**src/include/pipe_defs.svh**
```systemverilog
`ifndef PIPE_DEFS_SVH
`define PIPE_DEFS_SVH

// Program counter width, counted in instruction words
`define PC_W 16

// Instruction word width
`define INST_W 16

// Number of entries in the issue FIFO
`define FIFO_DEPTH 4

// Width of a register index field
`define REG_W 4

`endif

```
**src/design/pipe_pkg.sv**
```systemverilog
`include "pipe_defs.svh"

package pipe_pkg;

    typedef enum logic [3:0] {
        OP_NOP    = 4'd0,
        OP_ALU    = 4'd1,
        OP_LOAD   = 4'd2,
        OP_STORE  = 4'd3,
        OP_BRANCH = 4'd4
    } opcode_e;

    // Register to register format
    typedef struct packed {
        opcode_e           op;
        logic [`REG_W-1:0] rd;
        logic [`REG_W-1:0] rs;
        logic [`REG_W-1:0] rt;
    } alu_fmt_t;

    // Memory and branch format, off is a signed word offset
    typedef struct packed {
        opcode_e                  op;
        logic [`REG_W-1:0]        rd;
        logic [`REG_W-1:0]        rs;
        logic signed [`REG_W-1:0] off;
    } mem_fmt_t;

    // Both views share the opcode in the top nibble
    typedef union packed {
        alu_fmt_t alu_fmt;
        mem_fmt_t mem_fmt;
    } inst_u;

endpackage

```
**src/design/pipe_ctrl.sv**
```systemverilog
module pipe_ctrl (
    input  logic i_cache_stall_req,
    input  logic d_cache_stall_req,
    input  logic fifo_stall_req,
    input  logic forwardc_req,
    input  logic forwardp_req,
    input  logic b_ctrl_flush_req,
    // Set when the delay slot of the branch in ex has not reached id2 yet
    input  logic with_delaysolt,
    input  logic exc_stall_req,
    input  logic exception_flush,
    input  logic lsu1_tlb_stall_req,
    input  logic mem_refetch,

    output logic ex_lsu1_flush,
    output logic ex_lsu1_exp_flush,
    output logic ex_lsu1_stall,
    output logic lsu1_lsu2_flush,
    output logic lsu1_lsu2_exp_flush,
    output logic lsu1_lsu2_stall,
    output logic pc_stall,
    output logic fifo_flush,
    output logic issue_stall,
    output logic ii_id2_flush,
    output logic ii_id2_exception_flush,
    output logic ii_id2_stall,
    output logic id2_ex_flush,
    output logic id2_ex_exception_flush,
    output logic id2_ex_stall,
    output logic mem_wb_stall,
    output logic wb_stall
);
    logic exc_any;
    logic hazard;
    logic cache_stall;

    assign exc_any     = exception_flush | mem_refetch;
    assign hazard      = forwardc_req | forwardp_req;
    assign cache_stall = i_cache_stall_req | d_cache_stall_req;

    // Everything ahead of write-back is dropped on an exception or refetch
    assign ii_id2_exception_flush = exc_any;
    assign id2_ex_exception_flush = exc_any;
    assign ex_lsu1_exp_flush      = exc_any;
    assign lsu1_lsu2_exp_flush    = exc_any;

    assign pc_stall = fifo_stall_req;

    // A branch only clears the FIFO once the issuing word is free of hazards
    assign fifo_flush = (b_ctrl_flush_req & ~hazard) | exc_any;

    assign issue_stall = cache_stall | hazard | exc_stall_req | lsu1_tlb_stall_req;

    assign ii_id2_flush = b_ctrl_flush_req;
    assign ii_id2_stall = cache_stall | issue_stall | (pc_stall & fifo_flush) | hazard
                          | exc_stall_req | lsu1_tlb_stall_req;

    // A hazard holds the front end and lets a bubble into ex
    assign id2_ex_flush = (b_ctrl_flush_req & with_delaysolt) | hazard;
    assign id2_ex_stall = cache_stall | exc_stall_req | lsu1_tlb_stall_req;

    // A TLB miss in lsu1 keeps the older stages moving and drops the word entering lsu1
    assign ex_lsu1_flush = lsu1_tlb_stall_req;
    assign ex_lsu1_stall = cache_stall | exc_stall_req;

    assign lsu1_lsu2_flush = 1'b0;
    assign lsu1_lsu2_stall = cache_stall | exc_stall_req;

    // The exception unit may not hold write-back while it is flushing
    assign mem_wb_stall = cache_stall | (exc_stall_req & ~exc_any);
    assign wb_stall     = cache_stall | (exc_stall_req & ~exc_any);

endmodule

```
**src/design/inst_fifo.sv**
```systemverilog
`include "pipe_defs.svh"

module inst_fifo (
    input  logic               clk,
    input  logic               rst_n,
    input  logic               push,
    input  logic [`PC_W-1:0]   push_pc,
    input  pipe_pkg::inst_u    push_inst,
    input  logic               pop,
    input  logic               flush,
    output logic               full,
    output logic               empty,
    output logic [`PC_W-1:0]   head_pc,
    output pipe_pkg::inst_u    head_inst
);
    import pipe_pkg::*;

    localparam int AW = $clog2(`FIFO_DEPTH);
    localparam logic [AW-1:0] LAST_PTR = AW'(`FIFO_DEPTH - 1);
    localparam logic [AW:0] DEPTH_CNT = (AW + 1)'(`FIFO_DEPTH);

    logic [AW-1:0]     wr_ptr;
    logic [AW-1:0]     rd_ptr;
    logic [AW:0]       count;
    logic              do_push;
    logic              do_pop;
    logic [`PC_W-1:0]  pc_mem [`FIFO_DEPTH];
    inst_u             inst_mem [`FIFO_DEPTH];

    assign full    = (count == DEPTH_CNT);
    assign empty   = (count == '0);
    assign do_push = push & ~full;
    assign do_pop  = pop & ~empty;

    assign head_pc   = pc_mem[rd_ptr];
    assign head_inst = inst_mem[rd_ptr];

    // A flush wins over a push in the same cycle, so stale fetches are dropped
    always_ff @(posedge clk or negedge rst_n) begin
        if (!rst_n) begin
            wr_ptr <= '0;
            rd_ptr <= '0;
            count  <= '0;
        end else if (flush) begin
            wr_ptr <= '0;
            rd_ptr <= '0;
            count  <= '0;
        end else begin
            if (do_push) begin
                wr_ptr <= (wr_ptr == LAST_PTR) ? '0 : wr_ptr + 1'b1;
            end
            if (do_pop) begin
                rd_ptr <= (rd_ptr == LAST_PTR) ? '0 : rd_ptr + 1'b1;
            end
            case ({do_push, do_pop})
                2'b10:   count <= count + 1'b1;
                2'b01:   count <= count - 1'b1;
                default: count <= count;
            endcase
        end
    end

    always_ff @(posedge clk) begin
        if (do_push && !flush) begin
            pc_mem[wr_ptr]   <= push_pc;
            inst_mem[wr_ptr] <= push_inst;
        end
    end

endmodule

```
**src/design/stage_reg.sv**
```systemverilog
module stage_reg #(
    parameter int W = 32
) (
    input  logic         clk,
    input  logic         rst_n,
    input  logic         stall,
    input  logic         flush,
    input  logic         exp_flush,
    input  logic         in_valid,
    input  logic [W-1:0] in_data,
    output logic         out_valid,
    output logic [W-1:0] out_data
);

    // Exception flush beats flush, and both beat stall
    always_ff @(posedge clk or negedge rst_n) begin
        if (!rst_n) begin
            out_valid <= 1'b0;
        end else if (exp_flush || flush) begin
            out_valid <= 1'b0;
        end else if (!stall) begin
            out_valid <= in_valid;
        end
    end

    // Payload is only meaningful while out_valid is set
    always_ff @(posedge clk) begin
        if (!stall) begin
            out_data <= in_data;
        end
    end

endmodule

```
**src/design/hazard_unit.sv**
```systemverilog
`include "pipe_defs.svh"

module hazard_unit (
    input  logic            issue_valid,
    input  pipe_pkg::inst_u issue_inst,
    input  logic            id2_valid,
    input  pipe_pkg::inst_u id2_inst,
    input  logic            ex_valid,
    input  pipe_pkg::inst_u ex_inst,
    output logic            forwardc_req,
    output logic            forwardp_req
);
    import pipe_pkg::*;

    logic              use_rs;
    logic              use_rt;
    logic [`REG_W-1:0] src_rs;
    logic [`REG_W-1:0] src_rt;
    logic              id2_hit;
    logic              ex_hit;

    // Which source fields the issuing word actually reads
    always_comb begin
        use_rs = 1'b0;
        use_rt = 1'b0;
        case (issue_inst.alu_fmt.op)
            OP_ALU: begin
                use_rs = 1'b1;
                use_rt = 1'b1;
            end
            OP_LOAD, OP_STORE, OP_BRANCH: begin
                use_rs = 1'b1;
            end
            default: begin
                use_rs = 1'b0;
            end
        endcase
    end

    assign src_rs = issue_inst.mem_fmt.rs;
    assign src_rt = issue_inst.alu_fmt.rt;

    assign id2_hit = (use_rs && (src_rs == id2_inst.mem_fmt.rd))
                  || (use_rt && (src_rt == id2_inst.mem_fmt.rd));
    assign ex_hit  = (use_rs && (src_rs == ex_inst.mem_fmt.rd))
                  || (use_rt && (src_rt == ex_inst.mem_fmt.rd));

    // Producer valids come in already qualified as loads
    assign forwardp_req = issue_valid & id2_valid & id2_hit;
    assign forwardc_req = issue_valid & ex_valid & ex_hit;

endmodule

```
**src/design/branch_unit.sv**
```systemverilog
`include "pipe_defs.svh"

module branch_unit (
    input  logic               ex_valid,
    input  logic [`PC_W-1:0]   ex_pc,
    input  pipe_pkg::inst_u    ex_inst,
    input  logic               id2_valid,
    output logic               b_ctrl_flush_req,
    output logic               with_delaysolt,
    output logic               redirect_valid,
    output logic [`PC_W-1:0]   redirect_pc
);
    import pipe_pkg::*;

    logic              is_branch;
    logic [`PC_W-1:0]  off_ext;

    // All branches are taken
    assign is_branch = ex_valid & (ex_inst.mem_fmt.op == OP_BRANCH);

    assign off_ext = {{(`PC_W - `REG_W){ex_inst.mem_fmt.off[`REG_W-1]}},
                      ex_inst.mem_fmt.off};

    // Target is relative to the delay slot
    assign redirect_pc = ex_pc + `PC_W'(1) + off_ext;

    assign b_ctrl_flush_req = is_branch;
    assign redirect_valid   = is_branch;

    // An empty id2 means the delay slot is still waiting in issue
    assign with_delaysolt = is_branch & ~id2_valid;

endmodule

```
**src/design/pipe_top.sv**
```systemverilog
`include "pipe_defs.svh"

module pipe_top (
    input  logic               clk,
    input  logic               rst_n,
    input  logic               fetch_valid,
    input  logic [`PC_W-1:0]   fetch_pc,
    input  pipe_pkg::inst_u    fetch_inst,
    input  logic               i_cache_stall_req,
    input  logic               d_cache_stall_req,
    input  logic               exc_stall_req,
    input  logic               lsu1_tlb_stall_req,
    input  logic               exception_flush,
    input  logic               mem_refetch,
    output logic               fetch_ready,
    output logic               redirect_valid,
    output logic [`PC_W-1:0]   redirect_pc,
    output logic               wb_valid,
    output logic [`PC_W-1:0]   wb_pc,
    output pipe_pkg::inst_u    wb_inst
);
    import pipe_pkg::*;

    localparam int PW = `PC_W + `INST_W;
    localparam int LW = PW + 1;

    logic fifo_full, fifo_empty, exc_any;
    logic [`PC_W-1:0] head_pc, ex_pc;
    inst_u head_inst, id2_inst, ex_inst, lsu1_inst;
    logic id2_valid, ex_valid, lsu1_valid, lsu2_valid, wbr_valid;
    logic [PW-1:0] id2_data, lsu2_data, wbr_data;
    logic [LW-1:0] ex_data, lsu1_data;
    logic id2_load, ex_load, lsu1_load;
    logic forwardc_req, forwardp_req, b_ctrl_flush_req, with_delaysolt;
    logic ex_lsu1_flush, ex_lsu1_exp_flush, ex_lsu1_stall;
    logic lsu1_lsu2_flush, lsu1_lsu2_exp_flush, lsu1_lsu2_stall;
    logic pc_stall, fifo_flush, issue_stall, mem_wb_stall, wb_stall;
    logic ii_id2_flush, ii_id2_exception_flush, ii_id2_stall;
    logic id2_ex_flush, id2_ex_exception_flush, id2_ex_stall;

    assign exc_any     = exception_flush | mem_refetch;
    assign fetch_ready = ~pc_stall;

    inst_fifo u_fifo (
        .clk(clk), .rst_n(rst_n), .push(fetch_valid & fetch_ready), .push_pc(fetch_pc),
        .push_inst(fetch_inst), .pop(~issue_stall), .flush(fifo_flush),
        .full(fifo_full), .empty(fifo_empty), .head_pc(head_pc), .head_inst(head_inst)
    );

    stage_reg #(.W(PW)) u_ii_id2 (
        .clk(clk), .rst_n(rst_n), .stall(ii_id2_stall), .flush(ii_id2_flush),
        .exp_flush(ii_id2_exception_flush), .in_valid(~fifo_empty),
        .in_data({head_pc, head_inst}), .out_valid(id2_valid), .out_data(id2_data)
    );

    assign id2_inst = id2_data[`INST_W-1:0];
    assign id2_load = (id2_inst.mem_fmt.op == OP_LOAD);

    // From id2 to lsu1 the payload carries a load flag for the hazard check
    stage_reg #(.W(LW)) u_id2_ex (
        .clk(clk), .rst_n(rst_n), .stall(id2_ex_stall), .flush(id2_ex_flush),
        .exp_flush(id2_ex_exception_flush), .in_valid(id2_valid),
        .in_data({id2_load, id2_data}), .out_valid(ex_valid), .out_data(ex_data)
    );

    assign ex_load = ex_data[LW-1];
    assign ex_pc   = ex_data[PW-1:`INST_W];
    assign ex_inst = ex_data[`INST_W-1:0];

    stage_reg #(.W(LW)) u_ex_lsu1 (
        .clk(clk), .rst_n(rst_n), .stall(ex_lsu1_stall), .flush(ex_lsu1_flush),
        .exp_flush(ex_lsu1_exp_flush), .in_valid(ex_valid), .in_data(ex_data),
        .out_valid(lsu1_valid), .out_data(lsu1_data)
    );

    assign lsu1_load = lsu1_data[LW-1];
    assign lsu1_inst = lsu1_data[`INST_W-1:0];

    stage_reg #(.W(PW)) u_lsu1_lsu2 (
        .clk(clk), .rst_n(rst_n), .stall(lsu1_lsu2_stall), .flush(lsu1_lsu2_flush),
        .exp_flush(lsu1_lsu2_exp_flush), .in_valid(lsu1_valid), .in_data(lsu1_data[PW-1:0]),
        .out_valid(lsu2_valid), .out_data(lsu2_data)
    );

    stage_reg #(.W(PW)) u_lsu2_wb (
        .clk(clk), .rst_n(rst_n), .stall(mem_wb_stall), .flush(1'b0), .exp_flush(exc_any),
        .in_valid(lsu2_valid), .in_data(lsu2_data), .out_valid(wbr_valid), .out_data(wbr_data)
    );

    assign wb_valid = wbr_valid & ~wb_stall;
    assign wb_pc    = wbr_data[PW-1:`INST_W];
    assign wb_inst  = wbr_data[`INST_W-1:0];

    // The word leaving id2 is checked against loads in ex and lsu1
    hazard_unit u_hazard (
        .issue_valid(id2_valid), .issue_inst(id2_inst),
        .id2_valid(ex_valid & ex_load), .id2_inst(ex_inst),
        .ex_valid(lsu1_valid & lsu1_load), .ex_inst(lsu1_inst),
        .forwardc_req(forwardc_req), .forwardp_req(forwardp_req)
    );

    branch_unit u_branch (
        .ex_valid(ex_valid), .ex_pc(ex_pc), .ex_inst(ex_inst), .id2_valid(id2_valid),
        .b_ctrl_flush_req(b_ctrl_flush_req), .with_delaysolt(with_delaysolt),
        .redirect_valid(redirect_valid), .redirect_pc(redirect_pc)
    );

    pipe_ctrl u_ctrl (
        .i_cache_stall_req(i_cache_stall_req), .d_cache_stall_req(d_cache_stall_req),
        .fifo_stall_req(fifo_full), .forwardc_req(forwardc_req), .forwardp_req(forwardp_req),
        .b_ctrl_flush_req(b_ctrl_flush_req), .with_delaysolt(with_delaysolt),
        .exc_stall_req(exc_stall_req), .exception_flush(exception_flush),
        .lsu1_tlb_stall_req(lsu1_tlb_stall_req), .mem_refetch(mem_refetch),
        .ex_lsu1_flush(ex_lsu1_flush), .ex_lsu1_exp_flush(ex_lsu1_exp_flush),
        .ex_lsu1_stall(ex_lsu1_stall), .lsu1_lsu2_flush(lsu1_lsu2_flush),
        .lsu1_lsu2_exp_flush(lsu1_lsu2_exp_flush), .lsu1_lsu2_stall(lsu1_lsu2_stall),
        .pc_stall(pc_stall), .fifo_flush(fifo_flush), .issue_stall(issue_stall),
        .ii_id2_flush(ii_id2_flush), .ii_id2_exception_flush(ii_id2_exception_flush),
        .ii_id2_stall(ii_id2_stall), .id2_ex_flush(id2_ex_flush),
        .id2_ex_exception_flush(id2_ex_exception_flush), .id2_ex_stall(id2_ex_stall),
        .mem_wb_stall(mem_wb_stall), .wb_stall(wb_stall)
    );

endmodule

```
**config.mk**
```make
export PLATFORM = sky130hd
export DESIGN_NAME = pipe_top
export DESIGN_NICKNAME = d
export VERILOG_FILES = /design/src/design/pipe_pkg.sv /design/src/design/pipe_ctrl.sv /design/src/design/inst_fifo.sv /design/src/design/stage_reg.sv /design/src/design/hazard_unit.sv /design/src/design/branch_unit.sv /design/src/design/pipe_top.sv
export VERILOG_INCLUDE_DIRS = /design/src /design/src/include
export SDC_FILE = /design/constraint.sdc
export NUM_CORES = 1
export LEC_CHECK = 0
export ABC_AREA = 1
export BUFFER_PORTS_ARGS = -buffer_cell sky130_fd_sc_hd__buf_2
export CAP_MARGIN = 20
export CELL_PAD_IN_SITES_DETAIL_PLACEMENT = 2
export CELL_PAD_IN_SITES_GLOBAL_PLACEMENT = 2
export CORE_ASPECT_RATIO = 0.9
export CORE_UTILIZATION = 46
export CTS_CLUSTER_SIZE = 24
export DETAILED_ROUTE_END_ITERATION = 6
export PLACE_DENSITY_LB_ADDON = 0.1
export SLEW_MARGIN = 10
export SYNTH_ARGS = -nofsm -noshare
export SYNTH_HDL_FRONTEND = slang
export SYNTH_SLANG_ARGS = --single-unit
```
**constraint.sdc**
```tcl
create_clock -name clk -period 7.5 [get_ports clk]
set_input_delay 0.375 -clock clk [delete_from_list [all_inputs] [get_ports clk]]
set_output_delay 0.375 -clock clk [all_outputs]
set_load 0.05 [all_outputs]
```
### Yosys cells after proc, flatten, opt, wreduce, memory -nomap -nowiden

Memory sizes are Yosys's and may differ from the RTL's. A register that Yosys moved wholly into a read port is not among the register bits.
Cells that the tools add are included.

| operators by class | value |
|---|---|
| add/subtract/negate cells | 6 |
| equal/unequal tests | 19 |
| muxes and demuxes | 22 |
| bitwise operators | 39 |
| reduce and logical (&&, ||, !) cells | 18 |

Operator list:

| operator | count |
|---|---|
| adder 16 x 1 -> 16 bit, second input constant | 1 |
| adder 16 bit | 1 |
| AND 1 bit | 16 |
| equality test 4 bit | 4 |
| bitwise OR 1 bit | 16 |
| two-way mux 1 bit | 14 |
| two-way mux 2 bit | 6 |
| equality test 4 x 2 -> 1 bit, second input constant | 2 |
| equality test 4 x 3 -> 1 bit, second input constant | 2 |
| NOT 1 bit | 7 |
| equality test 2 bit, second input constant | 3 |
| != test 2 bit, second input constant | 3 |
| one-hot mux 3 bit (2 select lines) | 1 |
| logical AND 1 bit | 5 |
| logical OR 1 bit | 5 |
| adder 2 x 1 -> 2 bit, second input constant | 2 |
| equality test 4 x 1 -> 1 bit, second input constant | 1 |
| != test 2 x 1 -> 1 bit, second input constant | 2 |
| nonzero test 2 bit | 2 |
| OR reduction 4 bit | 1 |
| adder 3 x 1 -> 3 bit, second input constant | 1 |
| equality test 3 bit, second input constant | 1 |
| logical NOT 1 bit | 3 |
| logical NOT 3 bit | 1 |
| other kinds (4) | 4 |

| word-level totals | value |
|---|---|
| register bits | 142 |
| memory bits (writable) | 128 |
| bits of input ports | 41 |
| output and inout bits | 51 |
| logic and storage cells | 118 |
| memories | 2 |

Memories:

| memory | depth | bits a word | rd ports | clocked after Yosys merged registers in | wr ports | line | text |
|---|---|---|---|---|---|---|---|
| u_fifo.inst_mem | 4 | 16 | 1 | 1 | 1 | inst_fifo.sv:28 | `` inst_u inst_mem [`FIFO_DEPTH]; `` |
| u_fifo.pc_mem | 4 | 16 | 1 | 1 | 1 | inst_fifo.sv:27 | `` logic [`PC_W-1:0] pc_mem [`FIFO_DEPTH]; `` |

### Longest topological paths before layout

Gate-level depths: netlist of run 1.

| logic depth | value |
|---|---|
| depth after elaboration | 17 |
| gate-level depth with buffers | 16 |
| mapped depth without buffers | 16 |

### Modules after synthesis

From an unflattened synthesis of run 1, not the netlist that was laid out.

| unflattened totals | value |
|---|---|
| cells, all modules | 906 |
| area, all modules | 11946.5 sq um |

By module, submodules not included:

| module | times used | cells an instance | area an instance (sq um) | seq. area each (sq um) |
|---|---|---|---|---|
| inst_fifo | 1 | 378 | 5247.5 | 4018.9 |
| stage_reg at u_ii_id2 ... | 3 | 40 | 1014.7 | 985.9 |
| stage_reg at u_ex_lsu1 ... | 2 | 41 | 1044.8 | 1016.0 |
| branch_unit | 1 | 192 | 984.7 | 0.0 |
| hazard_unit | 1 | 88 | 359.1 | 0.0 |
| pipe_ctrl | 1 | 27 | 147.6 | 0.0 |
| pipe_top | 1 | 19 | 73.8 | 0.0 |

### Least setup slack after synthesis of run 1

No wires, ideal clock.

| timing path | value |
|---|---|
| path kind | input -> register |
| from | input d_cache_stall_req |
| to | register u_ii_id2.out_data[0] (read register of u_fifo.inst_mem), enable pin |
| setup time | 0.432 ns |
| data arrival time | 4.018 ns |
| required time | 7.068 ns |
| setup slack | 3.050 ns |
| cell stages on the path | 7 |
| buffers on the path | 0 |
| cells stage by stage | nor2_1 -> inv_2 -> nor2_4 -> nand2_2 -> inv_2 -> nand3_1 -> a21oi_1 |

| between the ends | value |
|---|---|
| cells in the longest elaborated chain, start to end | 10 |

RTL lines:

| item | line | text |
|---|---|---|
| start, declared | pipe_top.sv:10 | `input logic d_cache_stall_req,` |
| bitwise OR 1 bit (*) | pipe_ctrl.sv:39 | `assign cache_stall = i_cache_stall_req \| d_cache_stall_req;` |
| bitwise OR 1 bit (3 in series) | pipe_ctrl.sv:52 | `assign issue_stall = cache_stall \| hazard \| exc_stall_req \| lsu1_tlb_stall_req;` |
| bitwise OR 1 bit (*) (3 in series) | pipe_ctrl.sv:55 | `assign ii_id2_stall = cache_stall \| issue_stall \| (pc_stall & fifo_flush) \| hazard` |
| bitwise OR 1 bit (*) (2 in series) | pipe_ctrl.sv:56 | `\| exc_stall_req \| lsu1_tlb_stall_req;` |
| logical NOT 1 bit (no line) (*) | -- |  |
| end, declared | stage_reg.sv:12 | `output logic [W-1:0] out_data` |

Every way passes the cells marked *; elsewhere a longest branch is shown, timed or not.
A chain may end at the register's enable or synchronous reset.

### Worst setup path after layout of run 1

| timing path | value |
|---|---|
| from | register u_id2_ex.out_data[3] |
| to | output redirect_pc[10] |

| between the ends | value |
|---|---|
| cells in the longest elaborated chain, start to end | 1 |

RTL lines:

| item | line | text |
|---|---|---|
| start, declared | stage_reg.sv:12 |  |
| start signal, assigned | stage_reg.sv:29 | `out_data <= in_data;` |
| adder 16 bit | branch_unit.sv:25 | `` assign redirect_pc = ex_pc + `PC_W'(1) + off_ext; `` |
| end, declared | pipe_top.sv:17 | `` output logic [`PC_W-1:0] redirect_pc, `` |

Every way passes these cells.

==> results of run 1 <==
metrics by stage:
step	worst slack (ns)	hold slack, ns	area [um2]	utilization (%)	instances
3_5_place_dp	3.66	0.291	12300	50.5	1160
3_3_place_gp	4.10	0.268	12300	50.5	1160
4_1_cts	4.13	0.0107	13200	54.4	1217
6_report	4.17	0.0319	13300	54.5	1218
2_1_floorplan	3.05	0.0794	11400	-	771
5_1_grt	3.97	0.0193	13300	54.5	1218
state kept, by name, indices dropped and copies added (netlist names):
signal / cells
u_lsu2_wb.out_data: 32
u_ex_lsu1.out_data: 33
u_fifo.pc_mem: 64
u_id2_ex.out_valid: 1
u_fifo.rd_ptr: 2
u_fifo.inst_mem: 64
u_ii_id2.out_valid: 1
u_ex_lsu1.out_valid: 1
u_fifo.count: 3
u_lsu1_lsu2.out_data: 32
u_id2_ex.out_data: 33
u_fifo.wr_ptr: 2
u_lsu2_wb.out_valid: 1
u_lsu1_lsu2.out_valid: 1
u_ii_id2.out_data: 32
cells in the mapped netlist:
library cell	number
a21o_1	2
a21oi_1	23
a21oi_2	1
buf_1	1
buf_2	2
clkbuf_1	16
clkinv_1	1
dfrtp_1	12
edfxtp_1	290
fa_1	2
ha_1	21
inv_1	46
inv_2	4
nand2_1	82
nand2_2	3
nand2_4	3
nand2_8	1
nand3_1	20
nand3_2	1
nand4_1	1
nor2_1	93
nor2_2	6
nor2_4	2
nor3_1	5
nor4_1	2
o2111ai_1	1
o21ai_0	72
o21ai_1	1
o21ai_2	2
o21bai_1	1
o22ai_1	32
o31ai_1	2
xnor2_1	8
xor2_1	12
worst reg2reg max path: stages (launching register included):
cell and delay (ns):
dfrtp_1 0.32, buf_4 0.55, clkinv_1 0.95, buf_4 0.55, o21ai_0 0.20, o22ai_1 0.15
final cells by class:
| cell class | count | area, um2 |
|---|---|---|
| Clock buffer | 42 | 827 |
| Clock inverter | 13 | 92.6 |
| Fill cell | 2210 | 11100 |
| Inverter | 51 | 191 |
| Multi-Input combinational cell | 399 | 2180 |
| Sequential cell | 302 | 9010 |
| Tap cell | 308 | 385 |
| Timing Repair Buffer | 103 | 571 |
cells in the final DEF, fill, tap and decap left out, types with 3 or more instances in the layout:
master	n
nor3_1	5
clkbuf_16	31
nand2_4	3
edfxtp_1	290
inv_2	4
clkinv_1	6
clkbuf_1	10
buf_4	9
nand2_1	82
nor2_2	6
ha_1	21
buf_2	91
nor2_1	93
o21ai_0	72
clkinv_2	4
xnor2_1	8
dfrtp_1	12
nand2_2	3
nand3_1	20
xor2_1	12
inv_1	46
a21oi_1	22
o22ai_1	32
cells by family (layout without fill, tap and decap cells):
| group | after synthesis | after routing | share of synthesized area (%) |
|---|---|---|---|
| flip-flops | 302 | 302 | 78.7 |
| adder cells (fa/ha/maj) | 23 | 23 | 2.64 |
| XOR/XNOR | 20 | 20 | 1.53 |
| buffers and inverters | 70 | 209 | 2.32 |
| AND/OR/NAND/NOR | 219 | 219 | 8.24 |
| AO/OA/AOI/OAI | 137 | 137 | 6.58 |
power groups by stage:
stage,Combinational (mW),Clock [mW],Sequential (mW)
after global routing,0.159,1.49,1.89
after floorplan,0.0635,0,1.95
after CTS,0.148,1.44,1.89
final,0.148,1.41,1.89
after detailed placement,0.146,0,1.93
after global placement,0.136,0,1.92
what timing repair did:
| action | 4_1_cts | 5_1_grt |
|---|---|---|
| endpoints found under the hold margin | 13 | 0 |
| hold buffers | 2 | 0 |
| buffers inserted | 0 | 0 |
how the worst max path moves through the flow:
| stage | slack [ns] | to | from |
|---|---|---|---|
| final | 4.17 | redirect_pc[10] | u_id2_ex.out_data[3] |
| after global routing | 3.97 | redirect_pc[10] | u_id2_ex.out_data[3] |
| after CTS | 4.13 | redirect_pc[10] | u_id2_ex.out_data[3] |
| after detailed placement | 3.66 | u_fifo.count[2] | d_cache_stall_req |
| after global placement | 4.10 | u_fifo.count[1] | d_cache_stall_req |
| after floorplan | 3.05 | u_ii_id2.out_data[0] | d_cache_stall_req |
routing by layer:
layer	up-vias	track usage, %	routed length, um
li1	3040	-	-
met1	3321	27.6	11800
met2	137	39.5	14000
met3	53	2.91	820
met4	0	6.77	672
met5	-	0	0
==> run_results.csv, run 1 <==
group,metric,value,unit
routing,drc,0,
finish,nNetsFinal,952,
power_and_ir_drop,pwr_density_cell,260,nW/um2
placed_design,io_buffers,91,
die,start_util,47.1,%
global_route,grt_overflow_total,0,
die,core,24300,um2
power_and_ir_drop,total_power,3.45,mW
critical_path,worst-path-max-fanout,14,
die,die_w,168,um
critical_path,worst-path-buf-inv,1,
die,die_h,152,um
worst_hold_path,hp-class,"input port to register",
timing,fin_crit,3.33,ns
power_and_ir_drop,switching_share,21.4,%
timing,slew_viol_final,0,
logic_synthesis,ys_seq_area_share,78.7,%
finish,drive_gt1_share,18.1,%
timing,setup_tns,0,ns
global_route,grtUsageTotal,21.9,%
routing,wl,27200,um
die,io_pins,92,
critical_path,cp-start-kind,"register",
global_route,grt_max_degree,71,
timing,worst_pin_slew,0.986,ns
critical_path,slowest_stage,"edfxtp_1",
placed_design,hpwl,18300,um
worst_hold_path,worstHoldStart,"fetch_inst[8]",
timing,rsz0062_at_grt,"no",
timing,setup_violations,0,
logic_synthesis,synth_cells,771,
power_and_ir_drop,pwr-share-seq,54.8,%
power_and_ir_drop,pwr-share-comb,4.3,%
critical_path,rrSetupSlack,4.49,ns
finish,n_antenna_cell,0,
cts,cts.sinks,302,
cts,clk_path_buf_depth,3,
routing,num_vias,6551,
routing,routed_via_density,5.38,
routing,wl_per_cell,22.4,um
critical_path,critical_path_class,"register to primary output",
critical_path,endpoint_kind,"primary output",
cts,clk_latency,0.55,ns
cts,cts_tree,"yes",
critical_path,cp.required,7.12,ns
worst_hold_path,hold_end,"u_fifo.inst_mem[0][8]",
logic_synthesis,netlist_area,11400,um2
cts,root_buffer,"clkbuf_16",
critical_path,critPathTopFamily,"flip-flops",
die,die_area,25500,um2
critical_path,rr_startpoint,"u_fifo.rd_ptr[0]",
timing,fin_crit_sh,44.5,%
cts,htree_num_levels,1,
run_status,status,"completed",
power_and_ir_drop,ir_worst_vdd,0.000160,V
global_route,grt_antenna_before_repair,0,
critical_path,crit_chain,"ha_1 -> a21oi_1 -> nand2_1 -> a21oi_1 -> nor2_1 -> o21ai_1 -> xnor2_1 -> buf_2",
finish,area_growth,15.8,%
critical_path,worstReg2RegEnd,"u_ii_id2.out_data[14]",
global_route,grt_pass1_vias,7255,
critical_path,r2r_cells,5,
placed_design,place_congestion,0.855,
critical_path,cp.arrival,2.96,ns
routing,ant_nets,0,
logic_synthesis,ys_warn_count,0,
power_and_ir_drop,switchingPower,0.737,mW
power_and_ir_drop,p_leak,4.87,nW
logic_synthesis,ys_types,34,
logic_synthesis,synth.avg_cell_area,14.8,um2
timing,max-slew-margin-rel,34.2,%
logic_synthesis,synth_top_area_share,76.1,%
routing,drt_first_pass_iters,4,
critical_path,slowest_delay,0.64,ns
worst_hold_path,hold_depth,1,
cts,cts_buffers,31,
timing,skew,0.00893,ns
power_and_ir_drop,p_clk_share,40.9,%
cts,cts_resized,0,
logic_synthesis,netlist_top_cells_area,"edfxtp_1 (76%), o21ai_0 (3.1%), nor2_1 (3.0%)",
power_and_ir_drop,p_int,2.71,mW
job,cap_violations,0,
critical_path,cp_num_cells,8,
global_route,grt_pass1_wl,41600,um
logic_synthesis,synth_fp_nets,835,
logic_synthesis,synth_top_area_cell,"edfxtp_1",
critical_path,crit_path_frequent_cell,"a21oi_1",
routing,drt-initial-drc-count,305,
cts,cts.clk_slew.worst_paths,0.06,ns
timing,hold_viol,0,
timing,max_freq,300,MHz
logic_synthesis,ys_ff_latch,302,
die,std_cell_rows,54,
Power figures use the tool's default switching activity.
==> run 2: changes to the inputs <==
- CORE_UTILIZATION: 46 -> 39
- clock period: 7.5 -> 2.8 ns (I/O delays scaled with it)
==> run 2 against run 1 <==
- clock power increased to 3.1 times the previous value
- routed wire length increased by 3.8%
- setup slack lost 4.1 ns
- die area is 18% higher
- largest power group unchanged
- critical endpoint is now redirect_pc[13]
- first-iteration DRC count down 15%
- register-to-register slack got worse by 4.2 ns
- cell count is 11% higher
- power grew to 2.9 times the previous value
- hold slack worse by 0.020 ns
- via count grew 2.0%
==> run_results.csv, run 2 (synthesis results as in run 1) <==
group,metric,value,unit
run_status,status,"completed",
timing,rsz0062_at_grt,"yes",
timing,max-slew-margin-rel,51.5,%
critical_path,slowest_stage,"edfxtp_1",
global_route,grt_pass1_vias,7540,
power_and_ir_drop,pwr-share-seq,51.2,%
finish,mostFrequentLayoutCell,"edfxtp_1",
finish,drive_gt1_share,22.5,%
global_route,grt_overflow_total,0,
power_and_ir_drop,p_int,7.78,mW
power_and_ir_drop,p_leak,5.20,nW
timing,fin_crit_sh,96.1,%
die,io_pins,92,
finish,area_growth,24.4,%
routing,wl_met3,948,um
critical_path,endpoint_kind,"primary output",
critical_path,cp.required,2.66,ns
power_and_ir_drop,pwr_density_cell,695,nW/um2
die,core,28900,um2
routing,drc,0,
routing,drt-met1-wl,13000,um
power_and_ir_drop,pwr-share-comb,4.7,%
power_and_ir_drop,ir_worst_vdd,0.000542,V
critical_path,crit_chain,"buf_12 -> ha_1 -> a21oi_2 -> o21ai_0 -> a21oi_1 -> o21ai_0 -> xor2_1 -> buf_4",
power_and_ir_drop,switching_share,21.4,%
cts,clk_latency,0.51,ns
placed_design,place_congestion,0.831,
finish,fillers,2674,
critical_path,crit_path_frequent_cell,"o21ai_0",
critical_path,cp.arrival,2.55,ns
timing,fin_crit,2.69,ns
die,std_cell_rows,59,
power_and_ir_drop,p_clk_share,44.1,%
critical_path,slowest_delay,0.45,ns
placed_design,hpwl,18100,um
routing,num_vias,6682,
routing,routed_via_density,4.92,
routing,drt_first_pass_iters,4,
finish,mostFrequentLayoutCells,"edfxtp_1 (290), nor2_1 (92), buf_2 (84), nand2_1 (79), o21ai_0 (72)",
critical_path,crit_path_start,"u_id2_ex.out_data[3]",
finish,nNetsFinal,1001,
finish,n_antenna_cell,0,
power_and_ir_drop,switchingPower,2.12,mW
cts,cts.clk_slew.worst_paths,0.06,ns
routing,wl_per_cell,20.8,um
cts,root_buffer,"clkbuf_16",
critical_path,worst-path-max-fanout,13,
die,die_h,165,um
cts,cts.sinks,302,
critical_path,critical_path_class,"register to primary output",
finish,final_cell_area,14200,um2
die,die_w,183,um
timing,setup_violations,0,
routing,drt-initial-drc-count,259,
finish,reg_top3,"u_fifo.inst_mem: 64 flops, u_fifo.pc_mem: 64 flops",
placed_design,dpl_cell_area,12500,um2
timing,hold_viol,0,
critical_path,rr_startpoint,"u_ex_lsu1.out_data[8]",
die,start_util,39.7,%
worst_hold_path,hp-class,"input port to register",
timing,worst_pin_slew,0.727,ns
routing,top_layer_used,"met4",
critical_path,cp-start-kind,"register",
cts,clk_path_buf_depth,3,
global_route,grt_pass1_wl,43400,um
global_route,grtUsageTotal,19.4,%
global_route,grt_antenna_before_repair,1,
job,cap_violations,0,
timing,setup_tns,0,ns
cts,cts_buffers,34,
routing,ant_nets,0,
timing,skew,0.0316,ns
cts,cts_tree,"yes",
placed_design,io_buffers,91,
timing,slew_viol_final,0,
timing,max_freq,372,MHz
die,die_area,30000,um2
routing,wl_met2,13800,um
cts,htree_num_levels,2,
routing,wl,28300,um
global_route,grt_max_degree,68,
worst_hold_path,worstHoldStart,"mem_refetch",
## run 2: cell count changes in the layout (fill, tap and decap cells not counted), sizes merged
cell / before / now
buf: 101 / 112
bufinv: 1 / 3
clkbuf: 42 / 44
clkinvlp: 2 / 4
dlygate4sd3: 2 / 36
inv: 50 / 51
## run 2: layout make-up
| cell class | count | area, um2 | area share, % |
|---|---|---|---|
| Sequential cell | 302 | 9010 | 63.2 |
| Multi-Input combinational cell | 399 | 2340 | 16.5 |
| Timing Repair Buffer | 149 | 1100 | 7.73 |
| Clock buffer | 43 | 916 | 6.43 |
| Tap cell | 396 | 495 | 3.48 |
| Inverter | 51 | 204 | 1.43 |
| Clock inverter | 18 | 178 | 1.25 |
## run 2: repair_timing
item,CTS,global route
endpoints found under the setup margin,11,8
endpoints found under the hold margin,144,0
pin swaps,2,10
gates resized for setup,13,27
hold buffers,36,0
setup buffers,5,4
## run 2: path summary, 6_finish.rpt
check | endpoint | slack [ns] | depth (start not counted)
max in group asynchronous | u_lsu2_wb.out_valid | 2.47 | 2
hold / removal | u_fifo.count[2] | 0.01 | 4
setup reg to reg | u_fifo.count[2] | 0.28 | 14
setup / recovery | redirect_pc[13] | 0.11 | 8
hold reg to reg | u_lsu2_wb.out_data[3] | 0.42 | 0
min in group asynchronous | u_ii_id2.out_valid | 0.07 | 2
## run 2: power by group through the flow
stage               combinational [mW]  clock, mW  sequential [mW]
detailed placement               0.404          0             5.16
finish                           0.468       4.36             5.06
global route                     0.499       4.65             5.07
global placement                 0.386          0             5.15
floorplan                        0.174          0             5.22
CTS                              0.453       4.49             5.07
## run 2: metrics by stage
step	instances	util [%]	worst slack [ns]	hold WS (ns)	total power, mW
global placement	1251	43.4	0.225	0.0388	5.54
global route	1358	49.4	-0.0284	0.0245	10.2
floorplan	771	-	-0.0101	-0.156	5.40
finish	1358	49.4	0.110	0.0118	9.90
detailed placement	1251	43.4	0.215	0.0602	5.57
CTS	1353	48.8	0.00336	0.00209	10.0
## run 2: layer usage
metal | up-vias | GRT usage, %
met1 | 3366 | 25.9
met3 | 47 | 2.93
li1 | 3144 | -
met5 | - | 0
met2 | 125 | 32.8
met4 | 0 | 5.65
## run 2: critical path: cells and delay by family (launching register included)
family,cells,cell delay (ns)
xor+xnor,1,0.18
compound gates,4,0.61
buf+inv,2,0.42
flops,1,0.45
fa+ha+maj,1,0.38
==> run 3: changes to the inputs <==
==> constraint.sdc (replaced) <==
create_clock -name clk -period 2.8 [get_ports clk]
set_input_delay 0.14 -clock clk [delete_from_list [all_inputs] [get_ports clk]]
set_output_delay 0.14 -clock clk [all_outputs]
set_load 0.1 [all_outputs]
==> run 3 against run 2 <==
- critical endpoint is now redirect_pc[9]
- routed wire length fell by 0.74%
- setup slack got worse by 0.10 ns
- die area did not move
- largest cell class unchanged
- global-route usage fell by 0.70 points
==> run_results.csv, run 3 (synthesis results as in run 1) <==
group,metric,value,unit
finish,n_antenna_cell,0,
cts,cts.sinks,302,
cts,cts_buffers,35,
routing,wl_per_cell,20.5,um
die,io_pins,92,
routing,drt-initial-drc-count,286,
finish,drive_gt1_share,25.2,%
routing,num_vias,6766,
timing,worst_pin_slew,0.889,ns
routing,ant_nets,0,
timing,hold_slack,0.0455,ns
routing,wl,28100,um
critical_path,critical_path_class,"register to primary output",
timing,fin_crit,2.79,ns
die,die_h,165,um
global_route,grt_pass1_wl,42100,um
cts,htree_num_levels,2,
cts,cts.clk_slew.worst_paths,0.06,ns
cts,root_buffer,"clkbuf_16",
placed_design,io_buffers,91,
placed_design,dpl_cell_area,12700,um2
finish,mostFrequentLayoutCell,"edfxtp_1",
power_and_ir_drop,ir_worst_vdd,0.000508,V
die,core,28900,um2
critical_path,crit_end,"redirect_pc[9]",
finish,final_cell_area,14600,um2
finish,reg_top3,"u_fifo.inst_mem: 64 flops, u_fifo.pc_mem: 64 flops",
routing,drc,0,
timing,hold_viol,0,
cts,cts_tree,"yes",
critical_path,rr_startpoint,"u_ii_id2.out_data[5]",
global_route,grt_max_degree,69,
timing,rsz0062_at_grt,"yes",
die,start_util,39.7,%
critical_path,endpoint_kind,"primary output",
critical_path,rrSetupSlack,0.20,ns
timing,fin_crit_sh,99.8,%
job,cap_violations,0,
global_route,grt_overflow_total,0,
timing,max-slew-margin-rel,40.7,%
die,die_w,183,um
critical_path,slowest_delay,0.48,ns
critical_path,cp.arrival,2.65,ns
worst_hold_path,hp-class,"input port to asynchronous set/reset pin",
run_status,status,"completed",
critical_path,crit_chain,"buf_4 -> ha_4 -> nand2_1 -> inv_1 -> a21oi_4 -> o21ai_4 -> nand3_1 -> nand2_2 -> xor2_2 -> buf_12",
placed_design,place_congestion,0.771,
critical_path,slowest_stage,"edfxtp_1",
finish,area_growth,27.3,%
power_and_ir_drop,p_leak,5.33,nW
global_route,grt_antenna_before_repair,0,
timing,slew_viol_final,0,
finish,final_cells,1371,
power_and_ir_drop,pwr_density_cell,681,nW/um2
critical_path,crit_path_start,"u_id2_ex.out_data[3]",
timing,skew,0.0314,ns
die,std_cell_rows,59,
critical_path,cp.required,2.66,ns
finish,mostFrequentLayoutCells,"edfxtp_1 (290), nor2_1 (85), buf_2 (82), nand2_1 (79), o21ai_0 (69)",
routing,drt_first_pass_iters,4,
global_route,grtUsageTotal,18.7,%
cts,clk_path_buf_depth,3,
critical_path,cp-start-kind,"register",
die,die_area,30000,um2
finish,postLayoutCoreUtil,50.5,%
finish,nNetsFinal,1014,
cts,clk_latency,0.53,ns
placed_design,dp.cells,1252,
placed_design,hpwl,17400,um
timing,max_freq,358,MHz
critical_path,worstReg2RegEnd,"u_fifo.count[2]",
critical_path,r2r_cells,16,
global_route,grt_pass1_vias,7459,
critical_path,worst-path-max-fanout,4,
timing,setup_violations,0,
routing,routed_via_density,4.94,
timing,setup_tns,0,ns
[run 3: cell count changes in the layout (fill, tap and decap cells not counted), moves of 5 or more]
cell      change
nor2_1        -7
xnor2_1       -5
clkinv_1      +7
xnor2_2       +5
ha_4          +5
nor2_2        +6
buf_4         +5
buf_12        +5
[run 3: power by group]
group,switching (mW),internal (mW)
Clock,1.76,2.45
Sequential,0.0354,5.03
Combinational,0.462,0.172
Total,2.26,7.66
[run 3: per-stage QoR]
step	total power [mW]	worst slack [ns]
after CTS	10.0	-0.0304
after global placement	5.69	0.282
after global routing	10.2	-0.0985
final	9.92	0.00611
after detailed placement	5.72	0.0899
after floorplan	5.54	-0.0614
[run 3: critical path, delay by kind of cell, from the launching register on]
| family | cells | cell delay, ns |
|---|---|---|
| buffers and inverters | 3 | 0.54 |
| DFF | 1 | 0.48 |
| AOI/OAI and AO/OA | 2 | 0.31 |
| and+or+nand+nor | 3 | 0.29 |
| adders and majority gates | 1 | 0.28 |
| xor gates and xnor gates | 1 | 0.25 |
[run 3: what timing repair did]
action	4_1_cts	5_1_grt
pin swaps	2	11
buffers inserted	4	13
endpoints found under the hold margin	148	0
endpoints found under the setup margin	11	10
cloned	0	1
hold buffers	38	0
gates resized for setup	17	47
[run 3: final cells by class]
type                    instances  area, um2
clock buffers                  43        927
repair buffers                161       1280
flip-flops and latches        302       9010
clock inverters                19        133
fillers                      2690      14300
multi-input cells             399       2520
well taps                     396        495
inverters                      51        204
[run 3: metal layers]
metal | share of wire, % | global-route usage, % | vias up
met5 | 0 | 0 | -
met3 | 3.0 | 3.09 | 44
met4 | 2.2 | 5.73 | 0
li1 | - | - | 3160
met1 | 44 | 24.4 | 3444
met2 | 50 | 32.0 | 118
[run 3: how the worst min path moves through the flow]
stage | endpoint | slack (ns) | cells after the start
5_1_grt | u_fifo.wr_ptr[0] | 0.06 | 2
6_report | u_fifo.wr_ptr[0] | 0.05 | 2
2_1_floorplan | u_ex_lsu1.out_valid | -0.16 | 0
4_1_cts | u_fifo.rd_ptr[0] | 0.03 | 2
3_3_place_gp | u_lsu2_wb.out_valid | 0.03 | 1
3_5_place_dp | u_lsu2_wb.out_valid | 0.05 | 1
